File: src/include/hc_params.svh
// Lines are 64 bits and addresses count in lines; queue depths must be powers of two
`ifndef HC_PARAMS_SVH
`define HC_PARAMS_SVH

// ========================================
// Host channel geometry
// ========================================
`define HC_LINE_BITS 64      // Stands in for a full cache line
`define HC_ADDR_BITS 32      // Line address, not byte address

// ========================================
// Accelerator sizing
// ========================================
`define HC_BUFFER_COUNT 2
`define HC_REQUEST_DEPTH 8   // Read request queue
`define HC_WRITE_DEPTH 16    // Write queue of command plus data

`define HC_CONTROL_START 32'h1

`endif

File: src/logic/hc_pkg.sv
// Host responses are in order with no tags; a request argument is either a size or an offset
`include "hc_params.svh"

package hc_pkg;

  // ========================================
  // Basic words
  // ========================================
  typedef logic [`HC_ADDR_BITS-1:0] t_addr;
  typedef logic [`HC_LINE_BITS-1:0] t_line;
  typedef logic [15:0] t_line_count;
  typedef logic [$clog2(`HC_BUFFER_COUNT)-1:0] t_buffer_id;
  typedef logic [$clog2(`HC_WRITE_DEPTH+1)-1:0] t_queue_count;

  // ========================================
  // Core requests
  // ========================================
  typedef enum logic [1:0] {
    e_REQUEST_NONE,
    e_REQUEST_READ_STREAM,
    e_REQUEST_WRITE_STREAM,
    e_REQUEST_WRITE_INDEXED
  } t_request_cmd;

  typedef union packed {
    t_line_count size;    // Stream read line count
    t_line_count offset;  // Indexed write line offset
  } t_request_arg;

  typedef struct packed {
    t_request_cmd cmd;
    t_buffer_id   id;
    t_request_arg arg;
  } t_request_control;

  typedef struct packed {
    t_addr       address;
    t_line_count size;
  } t_hc_buffer;

  // ========================================
  // Host channel
  // ========================================
  typedef struct packed {
    logic  valid;
    t_addr address;
  } t_c0_tx;

  typedef struct packed {
    logic  valid;
    t_addr address;
    t_line data;
  } t_c1_tx;

  typedef struct packed {
    logic  c0_alm_full;
    logic  c1_alm_full;
    logic  rsp_valid;
    t_line rsp_data;
  } t_host_rx;

  typedef struct packed {
    logic  valid;
    t_line data;
  } t_core_rx;

  typedef struct packed {
    t_queue_count count;
    logic         empty;
    logic         full;   // Count above depth minus 4
  } t_queue_status;

endpackage

File: src/logic/hc_fifo.sv
// Depth must be a power of two of at least 2 and an enqueue into a full queue is dropped
`timescale 1ns/1ns

module hc_fifo #(
  parameter int width = 8,
  parameter int depth = 8
) (
  input  logic                       clk,
  input  logic                       reset,
  input  logic [width-1:0]           enq_data,
  input  logic                       enq_en,
  output logic                       not_full,
  output logic [width-1:0]           deq_data,
  input  logic                       deq_en,
  output logic                       not_empty,
  output logic [$clog2(depth+1)-1:0] counter
);

  localparam int ptr_bits = $clog2(depth);

  logic [width-1:0]    mem [depth];
  logic [ptr_bits-1:0] wr_ptr;
  logic [ptr_bits-1:0] rd_ptr;
  logic                do_enq;
  logic                do_deq;

  assign not_full  = (counter != depth);
  assign not_empty = (counter != '0);
  assign do_enq    = enq_en && not_full;
  assign do_deq    = deq_en && not_empty;
  assign deq_data  = mem[rd_ptr];  // Head entry is always visible

  always_ff @(posedge clk) begin
    if (do_enq) begin
      mem[wr_ptr] <= enq_data;
    end
  end

  always_ff @(posedge clk or posedge reset) begin
    if (reset) begin
      wr_ptr  <= '0;
      rd_ptr  <= '0;
      counter <= '0;
    end
    else begin
      if (do_enq) begin
        wr_ptr <= wr_ptr + 1'b1;  // Wraps at depth
      end
      if (do_deq) begin
        rd_ptr <= rd_ptr + 1'b1;
      end
      case ({do_enq, do_deq})
        2'b10:   counter <= counter + 1'b1;
        2'b01:   counter <= counter - 1'b1;
        default: counter <= counter;  // Both or neither
      endcase
    end
  end

endmodule

File: src/logic/hc_requestor.sv
// Stream reads only, single-line requests, no write responses and host responses in order
`timescale 1ns/1ns
`include "hc_params.svh"

module hc_requestor (
  input  logic                     clk,
  input  logic                     reset,
  input  logic                     finish,
  input  logic [31:0]              hc_control,
  input  logic [`HC_ADDR_BITS-1:0] hc_dsm_base,
  input  hc_pkg::t_hc_buffer       hc_buffer [`HC_BUFFER_COUNT],
  input  hc_pkg::t_host_rx         host_rx,
  input  hc_pkg::t_request_control read_request,
  input  hc_pkg::t_request_control write_request,
  input  hc_pkg::t_line            write_data,
  output logic                     start,
  output hc_pkg::t_c0_tx           c0_tx,
  output hc_pkg::t_c1_tx           c1_tx,
  output hc_pkg::t_core_rx         core_rx,
  output hc_pkg::t_queue_status    read_status,
  output hc_pkg::t_queue_status    write_status
);

  import hc_pkg::*;

  typedef enum logic {rd_idle, rd_stream} t_rd_state;
  typedef enum logic [1:0] {wr_idle, wr_run, wr_finish, wr_done} t_wr_state;

  typedef struct packed {
    t_request_cmd cmd;
    t_buffer_id   id;
    t_line_count  offset;
    t_line        data;
  } t_write_entry;

  logic control_start;

  // Read queue
  logic                                   read_enq_en;
  logic                                   read_deq_en;
  logic                                   read_not_empty;
  logic [$clog2(`HC_REQUEST_DEPTH+1)-1:0] read_count;
  t_request_control                       read_head;

  // Write queue
  logic         write_enq_en;
  logic         write_deq_en;
  logic         write_not_empty;
  t_queue_count write_count;
  t_write_entry write_enq;
  t_write_entry write_head;

  // Read FSM
  t_rd_state        rd_state;
  t_rd_state        rd_next;
  t_request_control rd_req;
  t_addr            rd_count;
  t_queue_count     rd_outstanding;
  logic             rd_room;
  logic             rd_issue;
  logic             rd_last;
  logic             c0_valid;
  t_addr            c0_address;

  // Response forwarder
  logic  rsp_valid_q;
  t_line rsp_data_q;

  // Write FSM
  t_wr_state wr_state;
  t_wr_state wr_next;
  t_addr     wr_offset;
  logic      wr_issue;
  logic      dsm_issue;
  logic      c1_valid;
  t_addr     c1_address;
  t_line     c1_data;

  // ========================================
  // Start and queue status
  // ========================================
  assign control_start = (hc_control == `HC_CONTROL_START);

  always_ff @(posedge clk or posedge reset) begin
    if (reset) begin
      start        <= 1'b0;
      read_status  <= '0;
      write_status <= '0;
    end
    else begin
      start              <= control_start;
      read_status.count  <= t_queue_count'(read_count);
      read_status.empty  <= !read_not_empty;
      read_status.full   <= read_count > (`HC_REQUEST_DEPTH - 4);
      write_status.count <= write_count;
      write_status.empty <= !write_not_empty;
      write_status.full  <= write_count > (`HC_WRITE_DEPTH - 4);
    end
  end

  // ========================================
  // Request queues
  // ========================================
  assign read_enq_en  = (read_request.cmd == e_REQUEST_READ_STREAM);
  assign write_enq_en = (write_request.cmd == e_REQUEST_WRITE_STREAM) ||
                        (write_request.cmd == e_REQUEST_WRITE_INDEXED);
  assign write_enq    = '{cmd:    write_request.cmd,
                          id:     write_request.id,
                          offset: write_request.arg.offset,
                          data:   write_data};

  hc_fifo #(
    .width ($bits(t_request_control)),
    .depth (`HC_REQUEST_DEPTH)
  ) u_read_fifo (
    .clk       (clk),
    .reset     (reset),
    .enq_data  (read_request),
    .enq_en    (read_enq_en),
    .not_full  (),
    .deq_data  (read_head),
    .deq_en    (read_deq_en),
    .not_empty (read_not_empty),
    .counter   (read_count)
  );

  hc_fifo #(
    .width ($bits(t_write_entry)),
    .depth (`HC_WRITE_DEPTH)
  ) u_write_fifo (
    .clk       (clk),
    .reset     (reset),
    .enq_data  (write_enq),
    .enq_en    (write_enq_en),
    .not_full  (),
    .deq_data  (write_head),
    .deq_en    (write_deq_en),
    .not_empty (write_not_empty),
    .counter   (write_count)
  );

  // ========================================
  // Read FSM
  // ========================================
  assign read_deq_en = (rd_state == rd_idle) && read_not_empty;
  // Keep write queue space for every read still in flight
  assign rd_room  = (write_count + rd_outstanding) < (`HC_WRITE_DEPTH - 4);
  assign rd_issue = (rd_state == rd_stream) && !host_rx.c0_alm_full && rd_room;
  assign rd_last  = ((rd_count + 1'b1) == t_addr'(rd_req.arg.size));

  always_comb begin
    rd_next = rd_state;
    case (rd_state)
      rd_idle: begin
        if (read_not_empty && (read_head.arg.size != '0)) begin
          rd_next = rd_stream;
        end
      end
      rd_stream: begin
        if (rd_issue && rd_last) begin
          rd_next = rd_idle;
        end
      end
      default: rd_next = rd_idle;
    endcase
  end

  always_ff @(posedge clk or posedge reset) begin
    if (reset) begin
      rd_state       <= rd_idle;
      rd_req         <= '0;
      rd_count       <= '0;
      rd_outstanding <= '0;
      c0_valid       <= 1'b0;
    end
    else begin
      rd_state <= rd_next;
      c0_valid <= rd_issue;
      if (read_deq_en) begin
        rd_req   <= read_head;
        rd_count <= '0;
      end
      else if (rd_issue) begin
        rd_count <= rd_count + 1'b1;
      end
      case ({rd_issue, host_rx.rsp_valid})
        2'b10:   rd_outstanding <= rd_outstanding + 1'b1;
        2'b01:   rd_outstanding <= rd_outstanding - 1'b1;
        default: rd_outstanding <= rd_outstanding;
      endcase
    end
  end

  always_ff @(posedge clk) begin
    if (rd_issue) begin
      c0_address <= hc_buffer[rd_req.id].address + rd_count;
    end
  end

  assign c0_tx = '{valid: c0_valid, address: c0_address};

  // ========================================
  // Read response forwarding
  // ========================================
  always_ff @(posedge clk or posedge reset) begin
    if (reset) begin
      rsp_valid_q <= 1'b0;
    end
    else begin
      rsp_valid_q <= host_rx.rsp_valid;  // One cycle pulse per response
    end
  end

  always_ff @(posedge clk) begin
    if (host_rx.rsp_valid) begin
      rsp_data_q <= host_rx.rsp_data;
    end
  end

  assign core_rx = '{valid: rsp_valid_q, data: rsp_data_q};

  // ========================================
  // Write FSM and DSM completion
  // ========================================
  assign wr_issue     = (wr_state == wr_run) && !host_rx.c1_alm_full && write_not_empty;
  assign write_deq_en = wr_issue;
  assign dsm_issue    = (wr_state == wr_finish) && !host_rx.c1_alm_full;

  always_comb begin
    wr_next = wr_state;
    case (wr_state)
      wr_idle: begin
        if (control_start) begin
          wr_next = wr_run;
        end
      end
      wr_run: begin
        if (finish && !write_not_empty) begin
          wr_next = wr_finish;  // Every data write already issued
        end
      end
      wr_finish: begin
        if (dsm_issue) begin
          wr_next = wr_done;
        end
      end
      wr_done: begin
        if (!control_start) begin
          wr_next = wr_idle;
        end
      end
      default: wr_next = wr_idle;
    endcase
  end

  always_ff @(posedge clk or posedge reset) begin
    if (reset) begin
      wr_state  <= wr_idle;
      wr_offset <= '0;
      c1_valid  <= 1'b0;
    end
    else begin
      wr_state <= wr_next;
      c1_valid <= wr_issue || dsm_issue;
      if (wr_state == wr_idle) begin
        wr_offset <= '0;
      end
      else if (wr_issue) begin
        if (write_head.cmd == e_REQUEST_WRITE_STREAM) begin
          wr_offset <= wr_offset + 1'b1;
        end
        else begin
          wr_offset <= t_addr'(write_head.offset) + 1'b1;  // Stream resumes after index
        end
      end
    end
  end

  always_ff @(posedge clk) begin
    if (wr_issue) begin
      c1_data <= write_head.data;
      if (write_head.cmd == e_REQUEST_WRITE_STREAM) begin
        c1_address <= hc_buffer[write_head.id].address + wr_offset;
      end
      else begin
        c1_address <= hc_buffer[write_head.id].address + t_addr'(write_head.offset);
      end
    end
    else if (dsm_issue) begin
      c1_address <= hc_dsm_base;
      c1_data    <= t_line'(1);
    end
  end

  assign c1_tx = '{valid: c1_valid, address: c1_address, data: c1_data};

endmodule

File: src/logic/hc_copy_core.sv
// Copies buffer 0 into buffer 1 once per rising start and expects reverse to stay stable in a run
`timescale 1ns/1ns
`include "hc_params.svh"

module hc_copy_core (
  input  logic                     clk,
  input  logic                     reset,
  input  logic                     start,
  input  logic                     reverse,
  input  hc_pkg::t_hc_buffer       hc_buffer [`HC_BUFFER_COUNT],
  input  hc_pkg::t_core_rx         core_rx,
  input  hc_pkg::t_queue_status    read_status,
  input  hc_pkg::t_queue_status    write_status,
  output hc_pkg::t_request_control read_request,
  output hc_pkg::t_request_control write_request,
  output hc_pkg::t_line            write_data,
  output logic                     finish
);

  import hc_pkg::*;

  localparam t_buffer_id src_id = t_buffer_id'(0);
  localparam t_buffer_id dst_id = t_buffer_id'(1);

  logic        start_d;
  logic        start_rise;
  logic        launch;   // Stream read still to be queued
  logic        running;
  t_line_count size;
  t_line_count count;    // Lines returned so far

  assign start_rise = start && !start_d;

  always_ff @(posedge clk or posedge reset) begin
    if (reset) begin
      start_d       <= 1'b0;
      launch        <= 1'b0;
      running       <= 1'b0;
      size          <= '0;
      count         <= '0;
      finish        <= 1'b0;
      read_request  <= '0;
      write_request <= '0;
    end
    else begin
      start_d           <= start;
      read_request.cmd  <= e_REQUEST_NONE;
      write_request.cmd <= e_REQUEST_NONE;

      if (start_rise) begin
        launch  <= 1'b1;
        running <= 1'b1;
        size    <= hc_buffer[src_id].size;
        count   <= '0;
      end

      if (launch && !read_status.full && !write_status.full) begin
        read_request.cmd      <= e_REQUEST_READ_STREAM;
        read_request.id       <= src_id;
        read_request.arg.size <= size;
        launch                <= 1'b0;
      end

      if (running && core_rx.valid) begin
        if (reverse) begin
          write_request.cmd <= e_REQUEST_WRITE_INDEXED;
          write_request.arg.offset <= size - count - 1'b1;  // Line k lands at size-1-k
        end
        else begin
          write_request.cmd <= e_REQUEST_WRITE_STREAM;
          write_request.arg.offset <= count;
        end
        write_request.id <= dst_id;
        count            <= count + 1'b1;
      end

      // Registered so the last write is already queued when finish rises
      if (running && !launch && (count == size)) begin
        finish <= 1'b1;
      end
    end
  end

  always_ff @(posedge clk) begin
    if (core_rx.valid) begin
      write_data <= core_rx.data;
    end
  end

endmodule

File: src/logic/hc_top.sv
// A run starts when hc_control holds the start value and ends with a write of 1 to the DSM line
`timescale 1ns/1ns
`include "hc_params.svh"

module hc_top (
  input  logic                     clk,
  input  logic                     reset,
  input  logic [31:0]              hc_control,
  input  logic [`HC_ADDR_BITS-1:0] hc_dsm_base,
  input  hc_pkg::t_hc_buffer       hc_buffer [`HC_BUFFER_COUNT],
  input  logic                     reverse,
  input  hc_pkg::t_host_rx         host_rx,
  output hc_pkg::t_c0_tx           c0_tx,
  output hc_pkg::t_c1_tx           c1_tx
);

  import hc_pkg::*;

  logic             start;
  logic             finish;
  t_request_control read_request;
  t_request_control write_request;
  t_line            write_data;
  t_core_rx         core_rx;
  t_queue_status    read_status;
  t_queue_status    write_status;

  hc_requestor u_requestor (
    .clk           (clk),
    .reset         (reset),
    .finish        (finish),
    .hc_control    (hc_control),
    .hc_dsm_base   (hc_dsm_base),
    .hc_buffer     (hc_buffer),
    .host_rx       (host_rx),
    .read_request  (read_request),
    .write_request (write_request),
    .write_data    (write_data),
    .start         (start),
    .c0_tx         (c0_tx),
    .c1_tx         (c1_tx),
    .core_rx       (core_rx),
    .read_status   (read_status),
    .write_status  (write_status)
  );

  hc_copy_core u_core (
    .clk           (clk),
    .reset         (reset),
    .start         (start),
    .reverse       (reverse),
    .hc_buffer     (hc_buffer),
    .core_rx       (core_rx),
    .read_status   (read_status),
    .write_status  (write_status),
    .read_request  (read_request),
    .write_request (write_request),
    .write_data    (write_data),
    .finish        (finish)
  );

endmodule

File: config.mk
export PLATFORM = sky130hd
export DESIGN_NAME = hc_top
export DESIGN_NICKNAME = d
export VERILOG_FILES = /design/src/logic/hc_pkg.sv /design/src/logic/hc_fifo.sv /design/src/logic/hc_requestor.sv /design/src/logic/hc_copy_core.sv /design/src/logic/hc_top.sv
export VERILOG_INCLUDE_DIRS = /design/src /design/src/include
export SDC_FILE = /design/constraint.sdc
export NUM_CORES = 2
export LEC_CHECK = 0
export BUFFER_PORTS_ARGS = -buffer_cell sky130_fd_sc_hd__buf_4
export CORE_ASPECT_RATIO = 0.7
export CORE_UTILIZATION = 55
export DETAILED_ROUTE_END_ITERATION = 10
export GPL_TIMING_DRIVEN = 1
export PLACE_DENSITY = 0.71
export REMOVE_ABC_BUFFERS = 1
export SYNTH_ARGS = -nofsm -noshare
export SYNTH_HDL_FRONTEND = slang
export SYNTH_SLANG_ARGS = --single-unit
File: constraint.sdc
create_clock -name clk -period 7.86 [get_ports clk]
set_clock_uncertainty 0.15 [all_clocks]
set_input_delay 1.572 -clock clk [delete_from_list [all_inputs] [get_ports clk]]
set_output_delay 1.572 -clock clk [all_outputs]
set_load 0.005 [all_outputs]
**Word-level counts from Yosys, hierarchy flattened**

Memory sizes are Yosys's and may differ from the RTL's.
Index checks and enable logic that the tools add are counted.

- Memories: 2
- Latch bits: 0
- Output and inout bits: 130
- Bits of input ports: 230
- Bits in registers: 446
- Logic and storage cells: 167
- ROM bits: 0
- Memory bits (writable): 1464

Memories:

| name | depth | bits a word | read ports | clocked after Yosys merged registers in | wr ports | line | source |
|---|---|---|---|---|---|---|---|
| u_requestor.u_write_fifo.mem | 16 | 83 | 1 | 0 | 1 | hc_fifo.sv:21 | `logic [width-1:0] mem [depth];` |
| u_requestor.u_read_fifo.mem | 8 | 17 | 1 | 0 | 1 | hc_fifo.sv:21 |  |

- Multipliers: 0
- Multiplexer cells: 39
- Reduce and logical (&&, ||, !) cells: 41
- Divide/modulo/power cells: 0
- $lt $le $gt $ge: 5
- Shift-type cells: 0
- Eq/ne operators: 22
- Bitwise logic cells: 3
- $add $sub $neg: 20

Operators with widths:

| kind | count |
|---|---|
| 2-to-1 mux 48 bit | 6 |
| 2-to-1 mux 32 bit | 8 |
| 2-to-1 mux 64 bit | 2 |
| adder 32 x 1 -> 32 bit, second input constant | 2 |
| adder 32 bit | 2 |
| 2-to-1 mux 16 bit | 3 |
| adder 32 x 16 -> 32 bit | 1 |
| == test 32 x 1 -> 1 bit, second input constant | 1 |
| == test 32 x 16 -> 1 bit | 1 |
| less-than comparator 32 x 4 -> 1 bit, second input constant | 1 |
| one-hot mux 5 bit (2 select lines) | 2 |
| logical AND 1 bit | 19 |
| 2-to-1 mux 19 bit | 1 |
| 2-to-1 mux 18 bit | 1 |
| adder 16 x 1 -> 17 bit, second input constant | 1 |
| adder 16 x 1 -> 16 bit, second input constant | 1 |
| == test 16 bit | 1 |
| == test 2 bit, second input constant | 8 |
| nonzero test 16 bit | 1 |
| nonzero test 2 bit | 8 |
| subtractor 16 x 1 -> 16 bit, second input constant | 1 |
| subtractor 16 bit | 1 |
| adder 4 x 1 -> 4 bit, second input constant | 3 |
| adder 5 x 1 -> 5 bit, second input constant | 2 |
| 26 further kinds | 53 |

**Depth between registers and ports, before layout**

An unclocked memory read counts as a cell.

- Word-level depth: 8
- Gate-level depth with buffers: 22
- Mapped depth without buffers: 16

**Cells and area by module**

A second synthesis with hierarchy kept.

- Cells, all modules: 4913
- Area total of the unflattened synthesis: 81036.5 um2

By module, submodules not included:

| module | cells an instance | seq. area each (um2) | area each (um2) | times used |
|---|---|---|---|---|
| hc_fifo (u_requestor.u_write_fifo) | 2558 | 40203.6 | 52077.4 | 1 |
| hc_requestor | 1652 | 8418.1 | 16998.8 | 1 |
| hc_fifo (u_requestor.u_read_fifo) | 285 | 4814.6 | 6414.9 | 1 |
| hc_copy_core | 418 | 3723.6 | 5545.3 | 1 |

**Worst setup path before layout**

No wires, ideal clock.

- Kind: reg-to-reg
- Start point: register u_core.write_request[18] (netlist name)
- End point: memory u_requestor.u_write_fifo.mem[3][0] in the netlist's numbering, enable pin
- Slack: 0.361 ns
- Stages on the path, launching flop included: 5
- Arrival: 6.723 ns
- Required time: 7.084 ns
- Buffers on the path: 1
- Clock period less this slack: 7.499 ns
- Setup time: 0.626 ns
- Cells stage by stage: dfrtp_1 o21a_1 clkbuf_1 nand2_1 nor3_1

- Longest elaborated chain between the ends: 5
- Elaborated cells between the ends (all ways): 6
- Those cells by class: 2 x eq/ne; 2 x mux; 2 x reduce/logical

RTL lines:

| what | line | source |
|---|---|---|
| == test 2 bit, on equally long branches | hc_requestor.sv:105, hc_requestor.sv:106 |  |
| logical OR 1 bit * | hc_requestor.sv:105 | `assign write_enq_en = (write_request.cmd == e_REQUEST_WRITE_STREAM) \|\|` |
| logical AND 1 bit * | hc_fifo.sv:29 | `assign do_enq = enq_en && not_full;` |
| 2-to-1 mux 1 bit * | hc_fifo.sv:34 | `if (do_enq) begin` |
| 2-to-1 mux 1 bit (not written as such) * | hc_fifo.sv:35 | `mem[wr_ptr] <= enq_data;` |
| to (decl) | hc_fifo.sv:21 |  |

Every way passes the cells marked *; elsewhere a longest branch is shown, timed or not.

**Worst setup path after layout**

- Start point: register u_requestor.u_write_fifo.rd_ptr[1]
- End point: register u_requestor.c1_address[28] (data pin)

- Longest elaborated chain between the ends: 8
- Elaborated cells between the ends (all ways): 10
- Those cells by class: 2 x add/sub; 1 x eq/ne; 5 x mux; 1 x bitwise; 1 x memory

RTL lines:

| what | line | source |
|---|---|---|
| from (decl) | hc_fifo.sv:23 | `logic [ptr_bits-1:0] rd_ptr;` |
| from (signal assigned) | hc_fifo.sv:50 | `rd_ptr <= rd_ptr + 1'b1;` |
| memory (16 x 83 bit) * | -- |  |
| inverter 1 -> 2 bit (not written as such) | hc_requestor.sv:283, hc_requestor.sv:286 |  |
| 2-to-1 mux 48 bit (not written as such) (3 in series) | hc_requestor.sv:283, hc_requestor.sv:286 |  |
| adder 32 x 16 -> 32 bit / adder 32 bit (equally long branches) | hc_requestor.sv:286, hc_requestor.sv:283 |  |
| 2-to-1 mux 32 bit * | hc_requestor.sv:282 | `if (write_head.cmd == e_REQUEST_WRITE_STREAM) begin` |
| 2-to-1 mux 32 bit * | hc_requestor.sv:280 | `if (wr_issue) begin` |
| to (signal assigned) | hc_requestor.sv:283 | `c1_address <= hc_buffer[write_head.id].address + wr_offset;` |
| to (signal assigned) | hc_requestor.sv:286 | `c1_address <= hc_buffer[write_head.id].address + t_addr'(write_head.offset);` |
| to (signal assigned) | hc_requestor.sv:290 | `c1_address <= hc_dsm_base;` |
| to (decl) | hc_requestor.sv:76 | `t_addr c1_address;` |

Every way passes the cells marked *; elsewhere a longest branch is shown, timed or not. The select of a mux whose other input is x is not followed.
A chain may end at the register's enable or synchronous reset.

==> results.md <==
Status:
- The flow ran to the end, and the final reports show no timing, DRC or antenna violations.

Clock tree:
- The number of buffers added for setup after CTS is 0.
- After clock tree synthesis, the clock-pin slew on the worst setup and hold paths is roughly 0.070 ns.
- The clock passes through at most 3 buffers.
- The root buffer cell chosen for the clock tree is sky130_fd_sc_hd__clkbuf_16.
- The count of H-tree levels built during CTS is 4.
- Post-CTS repair changed the size of 0 cells.
- Hold repair after CTS inserted 0 buffers.
- TritonCTS built the clock tree.
- The clock latency reported for the late side of the worst-skew pair is 0.81 ns.
- Counting every sink on the clock net gives 1901.
- Clock tree synthesis inserted a total of 170 buffers.

STA:
- Setup repair after global routing left no endpoint under its margin.
- The minimum period implied by the final worst setup slack is 6.39 ns.
- For the pin with the worst max-slew slack, the measured transition is around 1.2 ns.
- Dividing the final minimum period by the clock period gives 0.813.
- The final worst hold slack is 0.223 ns.
- The final count of hold timing violations is 0.
- The max-slew violation count is 0.
- Setup violations remaining at the end of the flow were counted as 0.
- Based on the critical path, the design can be clocked at up to 0.156 GHz.
- The worst slew margin relative to its limit is 0.221.

Detailed routing:
- For this run, design rule violations remaining after detail routing come to 0.
- The average wire length per cell after detail routing is 27.3 um.
- The first detailed-routing pass took 5 iterations.
- For this block, the initial DRC count from the detailed router was roughly 4600.
- The total vias in the final route is approximately 40000.
- Wires add up to 177 mm.
- The number of nets with antenna violations after routing is 0.
- After detailed routing, the number of vias per cell comes to around 6.2.

Global routing:
- The first global-routing pass estimated 262 mm of wire.
- Entering global routing, the biggest net connects about 140 pins.
- The total global routing track utilization is 0.251.
- The total overflow left after global routing is 0.
- The via count of the first global-routing pass was approximately 40000.
- The initial antenna violation count is 2.

Placed design:
- Detailed placement finished with a half-perimeter wire length of ~100 mm.
- The number of buffer cells added on primary ports is 343.
- The routability congestion estimate is 0.911.

Logic synthesis:
- The fraction of the mapped netlist area in compound gates is 0.0361.
- By area the synthesized netlist is led by sky130_fd_sc_hd__edfxtp_1, sky130_fd_sc_hd__mux4_2, sky130_fd_sc_hd__dfrtp_1.
- The number of register bits inferred by synthesis is ~1900.
- The simple-gate share of the synthesized area is 0.0436.
- Counting instances in the post-synthesis netlist gives the leading cell types as sky130_fd_sc_hd__edfxtp_1, sky130_fd_sc_hd__mux4_2, sky130_fd_sc_hd__dfrtp_1.
- Of the total synthesized cell area, the portion taken by full adders, half adders and majority gates is 0.0189.
- The post-synthesis mux area share is 0.145.
- The cell type with the highest aggregate area in the netlist is sky130_fd_sc_hd__edfxtp_1.
- The dominant combinational cell family by area after synthesis is multiplexers.
- Of the total synthesized cell area, the portion taken by XOR and XNOR cells is 0.0160.
- Among all flip-flop cells after synthesis, the most frequent one is sky130_fd_sc_hd__edfxtp_1.
- The cell area that synthesis handed to floorplanning was about 0.077 mm^2.
- The number of cells produced by synthesis is about 4100.
- A synthesized cell averages approximately 19 um^2.
- Synthesis instantiated 80 different standard cells from the library.
- The count of flip-flops with a built-in enable after synthesis is about 1700.
- The Yosys step of the flow raised 0 warnings.
- For this run, asynchronously set or reset flops after synthesis account for 0.0994.
- The fraction of post-synthesis cell area in the top cell type by area is 0.666.
- Yosys instantiated no cell more often than sky130_fd_sc_hd__edfxtp_1.
- The sequential fraction of the synthesis area is 0.727.

Critical path:
- STA classifies the critical path startpoint as a register.
- STA puts the critical path data required time at 8.27 ns.
- The worst setup path is captured at a register.
- The critical path in this run is classified as register to register.
- The highest net fanout along the worst path is 56.
- At the worst endpoint, the arrival time is 6.80 ns.

Die:
- The top-level port count is 360.
- The die area is 0.142 mm^2.
- The die extent in x is 450 um.
- The core area is between 0.1 and 0.15 mm^2.
- The initialized floorplan defines 114 standard-cell rows.
- The die extent in y is 315 um.
- For this configuration, the core starts out at a cell density of 0.557.

Layout:
- For this run, the post-layout net count is around 4800.
- The number of filler cells placed in the layout is between 9000 and 10000.
- The area occupied by multi-input gates is between 0.02 and 0.025 mm^2.
- From synthesis to final layout, the design area changed by 13.6%.
- Once layout is complete, the utilization of the core stands at 0.632.
- The total area of sequential cells is 0.0562 mm^2.
- In the final layout, the share of cells above drive strength 1 is 0.268.

Pwr:
- The static power due to leakage is around 30 nW.
- The total power is 0.0217 W.
- The worst IR drop on VDD is 0.000279 V.
- The ratio of total power to cell area is 248 mW/mm^2.

Worst hold path:
- The kind of path behind the tightest hold check is register to register.

Job:
- Max-cap violations in this run came to 0.
stage by stage:
stage / cell area (um^2) / setup WS (ns) / instances / setup TNS (ns)
floorplan: 76400 / -10.30 / 3905 / -962.87
global placement: 82200 / 1.53 / 6178 / 0
detailed placement: 82200 / 1.52 / 6178 / 0
CTS: 87700 / 1.52 / 6493 / 0
global route: 87700 / 1.15 / 6494 / 0
finish: 87700 / 1.47 / 6494 / 0
per-layer routing:
layer / routed length (um) / up-vias / GRT usage
met1: 77000 / 20800 / 0.386
met2: 83600 / 1725 / 0.384
met3: 13800 / 208 / 0.0380
met4: 3020 / 0 / 0.0577
met5: 0 / - / 0
li1: - / 17300 / -
registers in the layout, indices dropped and copies added (netlist names), 17 cells and up:
register,cells
u_requestor.rd_count,32
u_requestor.wr_offset,32
u_core.read_request,17
u_requestor.c1_data,64
u_requestor.c1_address,32
u_requestor.u_read_fifo.mem,128
u_core.write_request,19
u_requestor.c0_address,32
u_requestor.u_write_fifo.mem,1328
u_core.write_data,64
u_requestor.rsp_data_q,64
report_power, final:
group          total, W  switching, W  internal, W
logic           0.00208      0.000963      0.00112
registers        0.0114      0.000248       0.0112
clock network   0.00822       0.00375      0.00447
total            0.0217       0.00496       0.0168
critical path, stage by stage, from the launching register on:
cell	delay, ns
sky130_fd_sc_hd__dfrtp_4	0.91
sky130_fd_sc_hd__nor2_1	0.13
sky130_fd_sc_hd__a221oi_1	0.30
sky130_fd_sc_hd__a31oi_1	0.09
sky130_fd_sc_hd__mux4_2	0.91
sky130_fd_sc_hd__mux2_1	0.54
sky130_fd_sc_hd__ha_1	0.23
sky130_fd_sc_hd__fa_1	0.44
sky130_fd_sc_hd__a211o_1	0.33
sky130_fd_sc_hd__a21oi_1	0.20
sky130_fd_sc_hd__a21oi_1	0.17
sky130_fd_sc_hd__a41o_1	0.34
sky130_fd_sc_hd__a21oi_1	0.37
sky130_fd_sc_hd__o31ai_1	0.26
sky130_fd_sc_hd__a21o_1	0.23
sky130_fd_sc_hd__a211o_1	0.29
sky130_fd_sc_hd__a22o_1	0.17
cell type report:
cell class                      count  area share
Antenna cell                        1   0.0000285
Clock buffer                      215      0.0517
Clock inverter                    100      0.0108
Inverter                           65     0.00290
Multi-Input combinational cell   1939       0.231
Sequential cell                  1901       0.640
Tap cell                         1856      0.0265
Timing Repair Buffer              417      0.0364
cells by family after synthesis:
kind of cell / count (synthesis)
compound gates: 453
xor+xnor: 141
fa+ha+maj: 113
buf+inv: 247
flops: 1901
mux: 563
simple gates: 669
cells in the final DEF (no fill, tap or decap), types with 12 or more instances in the layout:
master	instances
sky130_fd_sc_hd__dfrtp_1	182
sky130_fd_sc_hd__a31oi_1	19
sky130_fd_sc_hd__mux2i_1	44
sky130_fd_sc_hd__nor2_4	12
sky130_fd_sc_hd__buf_4	412
sky130_fd_sc_hd__and2_1	88
sky130_fd_sc_hd__nand2b_1	20
sky130_fd_sc_hd__o31ai_1	24
sky130_fd_sc_hd__nor4_1	14
sky130_fd_sc_hd__nor2b_1	14
sky130_fd_sc_hd__nor2_1	123
sky130_fd_sc_hd__clkinv_2	37
sky130_fd_sc_hd__xnor2_1	86
sky130_fd_sc_hd__edfxtp_1	1712
sky130_fd_sc_hd__nand4_1	28
sky130_fd_sc_hd__clkbuf_16	171
sky130_fd_sc_hd__clkinv_1	32
sky130_fd_sc_hd__nand2_1	185
sky130_fd_sc_hd__a21o_1	41
sky130_fd_sc_hd__nand3_1	56
sky130_fd_sc_hd__mux2_2	81
sky130_fd_sc_hd__clkbuf_1	35
sky130_fd_sc_hd__mux4_2	437
sky130_fd_sc_hd__nor3_1	21
sky130_fd_sc_hd__xor2_1	55
sky130_fd_sc_hd__o21ai_0	150
sky130_fd_sc_hd__ha_1	107
sky130_fd_sc_hd__a21oi_1	110
sky130_fd_sc_hd__a211oi_1	16
sky130_fd_sc_hd__nand3b_1	12
sky130_fd_sc_hd__and3_1	39
sky130_fd_sc_hd__inv_1	61
final timing paths:
| kind | from | endpoint | slack (ns) | depth (start not counted) |
|---|---|---|---|---|
| worst min register to register | u_requestor.start$_DFF_PP0_ | u_core.start_d$_DFF_PP0_ | 0.22 | 0 |
| worst max-delay path | u_requestor.u_write_fifo.rd_ptr[1]$_DFFE_PP0P_ | u_requestor.c1_address[28]$_DFFE_PP_ | 1.47 | 16 |
| min in group asynchronous | reset | u_requestor.c1_valid$_DFF_PP0_ | 0.82 | 2 |
| max in group asynchronous | reset | u_requestor.rsp_valid_q$_DFF_PP0_ | 5.08 | 3 |
| worst max register to register | u_requestor.u_write_fifo.rd_ptr[1]$_DFFE_PP0P_ | u_requestor.c1_address[28]$_DFFE_PP_ | 1.47 | 16 |
| worst min-delay path | u_requestor.start$_DFF_PP0_ | u_core.start_d$_DFF_PP0_ | 0.22 | 0 |
(Power assumes the default switching activity.)
